### src/source/drop_pkg.sv
/*
 * Drop command definitions
 * Width of a requested or reported drop amount and the states
 * of the req/ack drop command server
 */
package drop_pkg;

        // --------------------------------------------------
        // Drop amount
        // --------------------------------------------------

        // Wide enough for a full FIFO worth of entries
        localparam int DROP_CNT_W = 4;

        typedef logic [DROP_CNT_W-1:0] drop_cnt_t;

        // --------------------------------------------------
        // Command server FSM
        // --------------------------------------------------

        localparam int STATE_W = 2;

        // IDLE waits for drop_req
        // APPLY issues one skip or flush pulse
        // ACK holds drop_ack until drop_req falls
        typedef enum logic [STATE_W-1:0] {
                IDLE,
                APPLY,
                ACK
        } drop_state_t;

endpackage : drop_pkg

### src/source/fifo_pkg.sv
/*
 * Drop FIFO geometry
 * Entry count, index and pointer widths, and the vector types
 * shared by the pointer counters and the storage core
 */
package fifo_pkg;

        // --------------------------------------------------
        // Geometry
        // --------------------------------------------------

        // Number of stored entries
        localparam int DEPTH = 8;

        // Storage index width
        localparam int ADDR_W = 3;

        // Pointer is the index plus one wrap bit
        localparam int PTR_W = ADDR_W + 1;

        // Payload width of one entry
        localparam int DATA_W = 16;

        // Occupancy runs from 0 to DEPTH inclusive
        localparam int COUNT_W = 4;

        // Add path of a pointer wraps at twice the depth
        localparam int PTR_WRAP = 2 * DEPTH;

        // Highest storage index, where +1 toggles the wrap bit
        localparam logic [ADDR_W-1:0] LAST_ADDR = ADDR_W'(DEPTH - 1);

        // --------------------------------------------------
        // Vector types
        // --------------------------------------------------

        typedef logic [ADDR_W-1:0]  addr_t;
        typedef logic [PTR_W-1:0]   ptr_t;
        typedef logic [DATA_W-1:0]  data_t;
        typedef logic [COUNT_W-1:0] count_t;

endpackage : fifo_pkg

### src/source/counter_bin_load.sv
/*
 * Pointer counter for the drop FIFO
 * Counts +1 with the wrap bit toggling after the last index,
 * adds an arbitrary amount with wrap at twice the depth, and
 * loads a new value. Priority is load, then add, then +1
 */
module counter_bin_load
        import fifo_pkg::*;
(
        input  logic clk,
        input  logic rst_n,
        input  logic enable,
        input  logic add_enable,
        input  ptr_t add_value,
        input  logic load,
        input  ptr_t load_value,
        output ptr_t counter_bin_curr,
        output ptr_t counter_bin_next
);

        // Sum one bit wider so the wrap compare sees the carry
        logic [PTR_W:0] sum_ext;

        // --------------------------------------------------
        // Next value
        // --------------------------------------------------
        always_comb begin
                // Hold unless something below says otherwise
                counter_bin_next = counter_bin_curr;
                sum_ext = {1'b0, counter_bin_curr} + {1'b0, add_value};

                if (load) begin
                        // Jump straight to the given pointer
                        counter_bin_next = load_value;
                end else if (add_enable) begin
                        // Add with wrap at twice DEPTH
                        if (sum_ext >= (PTR_W + 1)'(PTR_WRAP)) begin
                                counter_bin_next = ptr_t'(sum_ext - (PTR_W + 1)'(PTR_WRAP));
                        end else begin
                                counter_bin_next = sum_ext[PTR_W-1:0];
                        end
                end else if (enable) begin
                        if (counter_bin_curr[ADDR_W-1:0] == LAST_ADDR) begin
                                // Last index flips the wrap bit and restarts at 0
                                counter_bin_next = {~counter_bin_curr[PTR_W-1], {ADDR_W{1'b0}}};
                        end else begin
                                counter_bin_next = counter_bin_curr + ptr_t'(1);
                        end
                end
        end

        // --------------------------------------------------
        // Register
        // --------------------------------------------------
        always_ff @(posedge clk) begin
                if (!rst_n) begin
                        counter_bin_curr <= '0;
                end else begin
                        counter_bin_curr <= counter_bin_next;
                end
        end

        // A +1 step lands one past the old value modulo twice the depth
        a_step_plus_one: assert property (
                @(posedge clk) disable iff (!rst_n)
                (enable && !add_enable && !load) |=>
                        (counter_bin_curr == $past(counter_bin_curr) + ptr_t'(1))
        );

endmodule : counter_bin_load

### src/source/drop_ctrl.sv
/*
 * Drop command server
 * Serves a four-phase req/ack drop command. A request either skips
 * the oldest entries, clamped to the occupancy, or flushes all of
 * them. The number removed is reported with drop_ack
 */
module drop_ctrl
        import fifo_pkg::*;
        import drop_pkg::*;
(
        input  logic      clk,
        input  logic      rst_n,
        input  logic      drop_req,
        input  drop_cnt_t drop_count,
        input  logic      drop_all,
        output logic      drop_ack,
        output drop_cnt_t drop_dropped,
        input  count_t    fifo_count,
        output logic      skip_apply,
        output drop_cnt_t skip_amount,
        output logic      flush_apply
);

        drop_state_t state;
        drop_state_t state_next;

        // Occupancy seen as a drop amount
        drop_cnt_t avail;
        // Amount that will actually be removed
        drop_cnt_t amount;

        // --------------------------------------------------
        // Amount
        // --------------------------------------------------
        assign avail = drop_cnt_t'(fifo_count);

        always_comb begin
                if (drop_all) begin
                        // Flush removes whatever is stored
                        amount = avail;
                end else if (drop_count > avail) begin
                        amount = avail;
                end else begin
                        amount = drop_count;
                end
        end

        // --------------------------------------------------
        // FSM
        // --------------------------------------------------
        always_comb begin
                state_next = state;
                case (state)
                        IDLE: begin
                                if (drop_req) begin
                                        state_next = APPLY;
                                end
                        end
                        // Exactly one cycle and one pulse here
                        APPLY: state_next = ACK;
                        ACK: begin
                                // Close the handshake once the requester lets go
                                if (!drop_req) begin
                                        state_next = IDLE;
                                end
                        end
                        default: state_next = IDLE;
                endcase
        end

        always_ff @(posedge clk) begin
                if (!rst_n) begin
                        state        <= IDLE;
                        drop_dropped <= '0;
                end else begin
                        state <= state_next;
                        // Report is held through ACK
                        if (state == APPLY) begin
                                drop_dropped <= amount;
                        end
                end
        end

        // Pulses to the core are never high together
        assign skip_apply  = (state == APPLY) & ~drop_all;
        assign flush_apply = (state == APPLY) & drop_all;
        assign skip_amount = amount;

        assign drop_ack = (state == ACK);

        // Ack only answers a live request
        a_ack_needs_req: assert property (
                @(posedge clk) disable iff (!rst_n)
                $rose(drop_ack) |-> drop_req
        );

endmodule : drop_ctrl

### src/source/drop_fifo_sync.sv
/*
 * Drop FIFO storage core
 * Eight-entry synchronous FIFO with first-word-fall-through reads.
 * Besides normal reads the read pointer can skip ahead by a given
 * amount or jump to the write pointer, discarding entries unread
 */
module drop_fifo_sync
        import fifo_pkg::*;
        import drop_pkg::*;
(
        input  logic      clk,
        input  logic      rst_n,
        input  logic      wr_valid,
        output logic      wr_ready,
        input  data_t     wr_data,
        output logic      rd_valid,
        input  logic      rd_ready,
        output data_t     rd_data,
        input  logic      skip_apply,
        input  drop_cnt_t skip_amount,
        input  logic      flush_apply,
        output count_t    fifo_count
);

        // Pointers with wrap bit
        ptr_t wr_ptr;
        ptr_t rd_ptr;

        // Storage indices
        addr_t wr_addr;
        addr_t rd_addr;

        logic full;
        logic empty;

        // High in the one cycle a skip or flush lands
        logic apply;

        logic wr_xfer;
        logic rd_xfer;

        // Entry storage
        data_t mem [DEPTH];

        // --------------------------------------------------
        // Status
        // --------------------------------------------------
        assign wr_addr = wr_ptr[ADDR_W-1:0];
        assign rd_addr = rd_ptr[ADDR_W-1:0];

        // Same index, different wrap bit
        assign full = (wr_addr == rd_addr) && (wr_ptr[PTR_W-1] != rd_ptr[PTR_W-1]);
        // Same index, same wrap bit
        assign empty = (wr_ptr == rd_ptr);

        // With a power-of-two depth the modular difference is the occupancy
        assign fifo_count = count_t'(wr_ptr - rd_ptr);

        assign apply = skip_apply | flush_apply;

        // --------------------------------------------------
        // Handshakes
        // --------------------------------------------------
        assign wr_ready = ~full;
        // Head is hidden while the read pointer is being moved
        assign rd_valid = ~empty & ~apply;

        assign wr_xfer = wr_valid & wr_ready;
        assign rd_xfer = rd_valid & rd_ready;

        // Fall-through head entry
        assign rd_data = mem[rd_addr];

        always_ff @(posedge clk) begin
                if (wr_xfer) begin
                        mem[wr_addr] <= wr_data;
                end
        end

        // --------------------------------------------------
        // Pointers
        // --------------------------------------------------

        // Write side only ever steps by one
        counter_bin_load u_wr_ptr (
                .clk              (clk),
                .rst_n            (rst_n),
                .enable           (wr_xfer),
                .add_enable       (1'b0),
                .add_value        ('0),
                .load             (1'b0),
                .load_value       ('0),
                .counter_bin_curr (wr_ptr),
                .counter_bin_next ()
        );

        // Read side steps on reads, adds on skip, loads on flush
        // Flush takes the pre-edge write pointer so a same-cycle write survives
        counter_bin_load u_rd_ptr (
                .clk              (clk),
                .rst_n            (rst_n),
                .enable           (rd_xfer),
                .add_enable       (skip_apply),
                .add_value        (ptr_t'(skip_amount)),
                .load             (flush_apply),
                .load_value       (wr_ptr),
                .counter_bin_curr (rd_ptr),
                .counter_bin_next ()
        );

        // --------------------------------------------------
        // Checks
        // --------------------------------------------------

        // A write while full would push the occupancy past the depth
        a_no_write_when_full: assert property (
                @(posedge clk) disable iff (!rst_n)
                int'(fifo_count) <= DEPTH
        );

        // Controller must clamp before the pulse reaches the core
        a_skip_within_count: assert property (
                @(posedge clk) disable iff (!rst_n)
                skip_apply |-> (int'(skip_amount) <= int'(fifo_count))
        );

endmodule : drop_fifo_sync

### src/source/drop_fifo_top.sv
/*
 * Drop FIFO top level
 * Joins the storage core and the drop command server. Stream
 * ports use valid/ready, the drop command uses req/ack
 */
module drop_fifo_top
        import fifo_pkg::*;
        import drop_pkg::*;
(
        input  logic      clk,
        input  logic      rst_n,
        // Write stream
        input  logic      wr_valid,
        output logic      wr_ready,
        input  data_t     wr_data,
        // Read stream
        output logic      rd_valid,
        input  logic      rd_ready,
        output data_t     rd_data,
        // Drop command
        input  logic      drop_req,
        input  drop_cnt_t drop_count,
        input  logic      drop_all,
        output logic      drop_ack,
        output drop_cnt_t drop_dropped
);

        // Controller to core
        logic      skip_apply;
        drop_cnt_t skip_amount;
        logic      flush_apply;

        // Core to controller
        count_t    fifo_count;

        drop_fifo_sync u_fifo (
                .clk         (clk),
                .rst_n       (rst_n),
                .wr_valid    (wr_valid),
                .wr_ready    (wr_ready),
                .wr_data     (wr_data),
                .rd_valid    (rd_valid),
                .rd_ready    (rd_ready),
                .rd_data     (rd_data),
                .skip_apply  (skip_apply),
                .skip_amount (skip_amount),
                .flush_apply (flush_apply),
                .fifo_count  (fifo_count)
        );

        drop_ctrl u_ctrl (
                .clk          (clk),
                .rst_n        (rst_n),
                .drop_req     (drop_req),
                .drop_count   (drop_count),
                .drop_all     (drop_all),
                .drop_ack     (drop_ack),
                .drop_dropped (drop_dropped),
                .fifo_count   (fifo_count),
                .skip_apply   (skip_apply),
                .skip_amount  (skip_amount),
                .flush_apply  (flush_apply)
        );

endmodule : drop_fifo_top

### config.mk
export PLATFORM = sky130hd
export DESIGN_NAME = drop_fifo_top
export DESIGN_NICKNAME = d
export VERILOG_FILES = /design/src/source/drop_pkg.sv /design/src/source/fifo_pkg.sv /design/src/source/counter_bin_load.sv /design/src/source/drop_ctrl.sv /design/src/source/drop_fifo_sync.sv /design/src/source/drop_fifo_top.sv
export SDC_FILE = /design/constraint.sdc
export NUM_CORES = 1
export LEC_CHECK = 0
export ABC_AREA = 1
export BUFFER_PORTS_ARGS = -buffer_cell sky130_fd_sc_hd__buf_2
export CORE_UTILIZATION = 55
export DETAILED_ROUTE_END_ITERATION = 10
export PLACE_DENSITY = 0.79
export SYNTH_ARGS = -nofsm -noshare
export SYNTH_HDL_FRONTEND = slang
export SYNTH_SLANG_ARGS = --single-unit
### constraint.sdc
create_clock -name clk -period 8.3 [get_ports clk]
set_clock_uncertainty 0.1 [all_clocks]
set_input_delay 0.83 -clock clk [delete_from_list [all_inputs] [get_ports clk]]
set_output_delay 0.83 -clock clk [all_outputs]
set_load 0.01 [all_outputs]
==> metrics.cfg, run 1 <==
[sta]
hold_viol_final=0
setup_tns_ns=0
fmax_mhz=270
finalCritPeriodShare_pct=44.6
rsz0062_at_grt=false
setup_viol=0
whs_ns=0.332
worstMarginPinSlew_ns=1.13
drv_slew=0
fin_crit_ns=3.70
maxSlewHeadroom_pct=24.5

[clock_network]
cts_num_sinks=145
path_clk_slew_ns=0.06
postCtsResizedCells=0
clockRootBuffer=clkbuf_16
post_cts_buffers=0
clockBufferDepth=2
cts-htree-levels=4
cts_buffers=17
postCtsHoldBufs=0
cts_tree=done
worstSkewPairLatency_ns=0.41

[detailed_routing]
drt_iter0_drc=445
first_pass_iters=5
routedWlPerCell_um=17.8
vias=4258
post-route-drc-count=0
vias_per_cell=5.72
wl_um=13200
antenna_left=0

[min_path]
hp-class=reg -> reg

[setup_path]
r2r_start=u_fifo.u_wr_ptr.counter_bin_curr[0]$_SDFFE_PN0P_
end_kind=output pin
crit_end=rd_data[13]
r2r_end=u_fifo.u_rd_ptr.counter_bin_curr[1]$_SDFFE_PN0N_
reg2regPathDepth=19
reg2reg_slack_ns=4.79
cp.arrival_ns=2.77
crit_type=reg -> out
start_kind=register
required_ns=7.37
crit_fanout=65

[logic_synthesis]
syn_inst=539
synth-async-reset-ratio_pct=0
syn_area_per_cell_um2=11.5
ys_seq_area_share_pct=67.4
synth.most_common_cell=nor2_1
synth_common_cells=134 x nor2_1, 128 x edfxtp_1, 63 x o21ai_0, 28 x nand2_1, 24 x inv_1
synth_fp_nets=581
ys_top_cells_by_area=edfxtp_1 62%, nor2_1 8.1%, dfxtp_1 5.5%
ys.flop_type=edfxtp_1
synth_area_um2=6210
yosys_warnings=0
synth-seq-cells=145
yosysTopAreaCell=edfxtp_1
ys_types=34
yosysTopAreaCellShare_pct=61.9
synth-edff-count=128

[layout]
num-nets-final=634
drive_above_1_share_pct=19.2
multi_input_area_um2=1780
design_area_um2=7110
fillerInstances=809
fin_util_pct=65.1
synthToLayoutAreaGrowth_pct=14.5
seq_area_um2=4190
n_antenna_cell=0

[global_route]
track_usage_pct=24.3
grt.overflow.total=0
grt_max_degree=66
first_global_vias=4053
antenna_found_initial=1
grt_first_pass_wirelength_um=20800

[die]
die-area_um2=11700
die_w_um=108
dieHeight_um=108
fp-row-count=38
core_area_um2=10900
num_io_pins=49
initial_core_util_pct=56.8

[place]
port-buffer-count=48
gp_congestion=0.889
dpl_cell_area_um2=6580
dpl.hpwl_um=7720

[job]
maxCapViolCount=0

[power]
vdd_drop_max_uv=158
power_leakage_nw=2.66
power.density_nw_per_um2=300
power_mw=2.13

[status]
status=completed

-- placed cells by master, fill, tap and decap left out, types with 4 or more instances in the layout --
cell type    n
clkinv_4     4
inv_2        8
nand3_1     11
buf_2       48
buf_4       10
o22ai_1     16
inv_1       24
nor2_1     134
ha_1        14
clkbuf_16   17
nand2_1     28
o21ai_1     13
o21ai_0     63
a21oi_1     12
nand2_4      8
a31oi_1     16
edfxtp_1   128
dfxtp_1     16
-- layout make-up --
type	instances	share of cell area, %
clock buffer	17	5.98
clock inverter	15	1.55
inverter	33	1.78
multi-input combinational	337	25.0
sequential	145	58.8
tap	140	2.46
timing repair buffer	58	4.43
-- flip-flops by register name, indices dropped and copies added, names as in the netlist, named ones only --
signal / cells
u_fifo.u_rd_ptr.counter_bin_curr: 4
u_ctrl.drop_dropped: 4
u_fifo.mem: 128
u_fifo.u_wr_ptr.counter_bin_curr: 4
u_ctrl.state: 2
-- worst min-delay path by stage --
stage	startpoint	endpoint	slack, ns	cells past startpoint
after floorplan	u_ctrl.state[1]$_SDFFE_PN0P_	u_ctrl.state[0]$_SDFFE_PN0P_	0.29	1
after global placement	u_ctrl.state[1]$_SDFFE_PN0P_	u_ctrl.state[0]$_SDFFE_PN0P_	0.30	1
after detailed placement	u_ctrl.state[1]$_SDFFE_PN0P_	u_ctrl.state[0]$_SDFFE_PN0P_	0.32	1
after CTS	u_ctrl.state[1]$_SDFFE_PN0P_	u_ctrl.state[0]$_SDFFE_PN0P_	0.33	1
after global routing	u_ctrl.state[1]$_SDFFE_PN0P_	u_ctrl.state[0]$_SDFFE_PN0P_	0.34	1
final	u_ctrl.state[1]$_SDFFE_PN0P_	u_ctrl.state[0]$_SDFFE_PN0P_	0.33	1
-- metrics by stage --
step,setup WS (ns),std cells
after floorplan,5.19,539
final,4.60,745
after CTS,4.59,745
after detailed placement,4.83,713
after global routing,4.34,745
after global placement,4.98,713
-- critical path, cell delays in order (launching register included) --
cell and delay [ns]:
dfxtp_2 0.31, buf_4 0.52, inv_2 0.58, o21ai_0 0.37, o22ai_1 0.13, nor2_1 0.14
a31oi_1 0.08, buf_2 0.22
-- where the power goes --
group	switching [mW]	internal, mW
registers	0.0210	0.839
logic	0.389	0.202
clock network	0.298	0.384
-- per-layer routing --
layer  part of all wire (%)  vias to the layer above  global-route usage [%]
met5                  0.076                        -                       0
li1                       -                     2021                       -
met1                     43                     2051                    32.5
met4                    1.6                        2                    9.56
met3                    6.3                       20                    5.79
met2                     49                      164                    38.7
-- logic make-up after synthesis --
logic type	Yosys count	synth area share [%]
flip-flops	145	67.4
adder cells (fa/ha/maj)	16	3.47
AND/OR/NAND/NOR	191	13.5
AO/OA/AOI/OAI	128	11.4
buffers and inverters	57	4.03
XOR/XNOR	2	0.282
(Power assumes the default switching activity.)
==> inputs of run 2 (changes only) <==
==> constraint.sdc (replaced) <==
create_clock -name clk -period 3.8 [get_ports clk]
set_clock_uncertainty 0.1 [all_clocks]
set_input_delay 0.38 -clock clk [delete_from_list [all_inputs] [get_ports clk]]
set_output_delay 0.38 -clock clk [all_outputs]
set_load 0.01 [all_outputs]
==> metrics.cfg, run 2 (synthesis results as in run 1) <==
[sta]
fin_crit_ns=3.45
drv_slew=0  ; unchanged
worstMarginPinSlew_ns=1.14  ; +0.00985 ns
maxSlewHeadroom_pct=23.9  ; -0.66 points
rsz0062_at_grt=false
finalCritPeriodShare_pct=90.7
setup_viol=0  ; unchanged
setup_tns_ns=0  ; unchanged
fin_ws_ns=0.352  ; -4.25 ns
whs_ns=0.101  ; -0.230 ns
fmax_mhz=290
hold_viol_final=0  ; unchanged

[layout]
num-nets-final=636  ; +0.32%
final_common_cell=nor2_1
fin_util_pct=65.4  ; +0.31 points
design_area_um2=7150  ; +0.47%
finalNonFillerCells=745  ; unchanged
n_antenna_cell=0  ; unchanged
largest_reg_flops=128  ; unchanged
fillerInstances=790  ; -2.3%
synthToLayoutAreaGrowth_pct=15.1
largest_register=u_fifo.mem
drive_above_1_share_pct=19.8  ; +0.66 points
final_cell_mix=134 x nor2_1, 128 x edfxtp_1, 63 x o21ai_0

[setup_path]
crit_fanout=8  ; -88%
reg2regPathDepth=23  ; +4
start_kind=register
max_stage_delay_ns=0.43  ; -0.15 ns
r2r_end=u_fifo.u_rd_ptr.counter_bin_curr[3]$_SDFFE_PN0N_
reg2reg_slack_ns=0.35  ; -4.44 ns
crit_top_cell=nand2_1
end_kind=register
cp.arrival_ns=3.65  ; +0.88 ns
path_delay_family=adder cells
required_ns=4.00  ; -3.37 ns
r2r_start=u_fifo.u_wr_ptr.counter_bin_curr[0]$_SDFFE_PN0P_
cp_num_buf_inv=4  ; +1
crit_type=reg -> reg
crit_cells=23  ; +16
crit_chain=inv_1 > ha_1 > inv_1 > fa_1 > xnor2_2 > ha_1 > nand2_1 > inv_2 > nand2_1 > nand2_1 > nand2_1 > nand2_4 > nor2_1 > a21oi_1 > ha_1 > a21oi_1 > nand2_1 > nand2_1 > nand2_1 > inv_1 > nand3_1 > nand3_2 > a21oi_2
slowest_stage=fa_1

[global_route]
use_met2_pct=39.4  ; +0.68 points
grt.overflow.total=0  ; unchanged
grt_max_degree=65  ; -1.5%
first_global_vias=4226  ; +4.3%
grtUsageMet1_pct=31.4  ; -1.1 points
use_met3_pct=5.49  ; -0.30 points
grt_first_pass_wirelength_um=20700  ; -0.13%
antenna_found_initial=0  ; -1
track_usage_pct=24.2  ; -0.14 points
top_usage_layer=met2

[clock_network]
cts-htree-levels=4  ; unchanged
cts_tree=done
clockRootBuffer=clkbuf_16
clockBufferDepth=2  ; unchanged
path_clk_slew_ns=0.06  ; about the same
cts_buffers=17  ; unchanged
worstSkewPairLatency_ns=0.41  ; about the same
cts_num_sinks=145  ; unchanged
postCtsHoldBufs=0  ; unchanged

[detailed_routing]
drt_iter0_drc=459  ; +3.1%
antenna_left=0  ; unchanged
vias_per_cell=5.77  ; +0.89%
first_pass_iters=5  ; unchanged
routedWlPerCell_um=17.7  ; -0.11%
wl_um=13200  ; -0.11%
vias=4296  ; +0.89%
post-route-drc-count=0  ; unchanged

[place]
dp_slack_ns=0.326  ; -4.51 ns
port-buffer-count=48  ; unchanged
dpl.hpwl_um=7690  ; -0.32%
dp_cells=715  ; +0.28%
gp_congestion=0.877  ; -1.4%
dpl_cell_area_um2=6590  ; +0.23%

[die]
initial_core_util_pct=56.8  ; unchanged
core_area_um2=10900  ; unchanged
die_w_um=108  ; unchanged
die-area_um2=11700  ; unchanged
dieHeight_um=108  ; unchanged
num_io_pins=49  ; unchanged
fp-row-count=38  ; unchanged

[power]
power_leakage_nw=2.67  ; +0.45%
vdd_drop_max_uv=414  ; +160%
power_mw=4.71  ; +120%
power.density_nw_per_um2=658  ; +120%

[min_path]
min_to=u_ctrl.state[0]$_SDFFE_PN0P_
hp-class=in -> reg
hold_depth=3  ; +2
worstHoldStart=drop_req

[job]
maxCapViolCount=0  ; unchanged

[status]
status=completed

==> run 2: layer usage <==
metal / share of wire, % / vias up / wire length, um
met4: 1.2 / 0 / 163
met3: 6.0 / 15 / 793
met1: 43 / 2103 / 5670
met5: 0 / - / 0
li1: - / 2024 / -
met2: 50 / 154 / 6600
==> run 2: repair_timing <==
action                     in CTS  in global routing
setup buffers                   0                  0
gates resized for setup         0                  3
setup endpoints to repair       0                  1
==> run 2: area by class of cell <==
class                           instances  area [um2]  share of cell area (%)
Timing Repair Buffer                   60         330                    4.62
Tap cell                              140         175                    2.45
Multi-Input combinational cell        337        1790                    25.1
Sequential cell                       145        4190                    58.6
Clock inverter                         13         114                    1.59
Clock buffer                           17         425                    5.95
Inverter                               33         126                    1.77
==> run 2: worst reg2reg max path: cells and delay by family, from the launching register on <==
family                   cells  cell delay [ns]
AO/OA/AOI/OAI                3             0.44
XOR/XNOR                     1             0.17
adder cells (fa/ha/maj)      4             1.19
buffers and inverters        4             0.31
flip-flops                   1             0.33
AND/OR/NAND/NOR             11             0.79
==> run 2: worst max-delay path by stage <==
stage                                                          start  slack, ns                                          endpoint
CTS                 u_fifo.u_wr_ptr.counter_bin_curr[0]$_SDFFE_PN0P_       0.31  u_fifo.u_rd_ptr.counter_bin_curr[3]$_SDFFE_PN0N_
global placement    u_fifo.u_wr_ptr.counter_bin_curr[0]$_SDFFE_PN0P_       0.48                                          register
detailed placement  u_fifo.u_wr_ptr.counter_bin_curr[0]$_SDFFE_PN0P_       0.33  u_fifo.u_rd_ptr.counter_bin_curr[3]$_SDFFE_PN0N_
finish              u_fifo.u_wr_ptr.counter_bin_curr[0]$_SDFFE_PN0P_       0.35  u_fifo.u_rd_ptr.counter_bin_curr[3]$_SDFFE_PN0N_
floorplan           u_fifo.u_rd_ptr.counter_bin_curr[2]$_SDFFE_PN0N_       0.69                                          register
global route        u_fifo.u_wr_ptr.counter_bin_curr[0]$_SDFFE_PN0P_       0.05  u_fifo.u_rd_ptr.counter_bin_curr[3]$_SDFFE_PN0N_
==> run 2: report_power, final <==
group          switching (mW)  leakage [nW]  internal (mW)  total, mW
clock                   0.628         0.255          0.891       1.52
sequential             0.0471          1.30           1.83       1.88
combinational           0.857          1.12          0.451       1.31
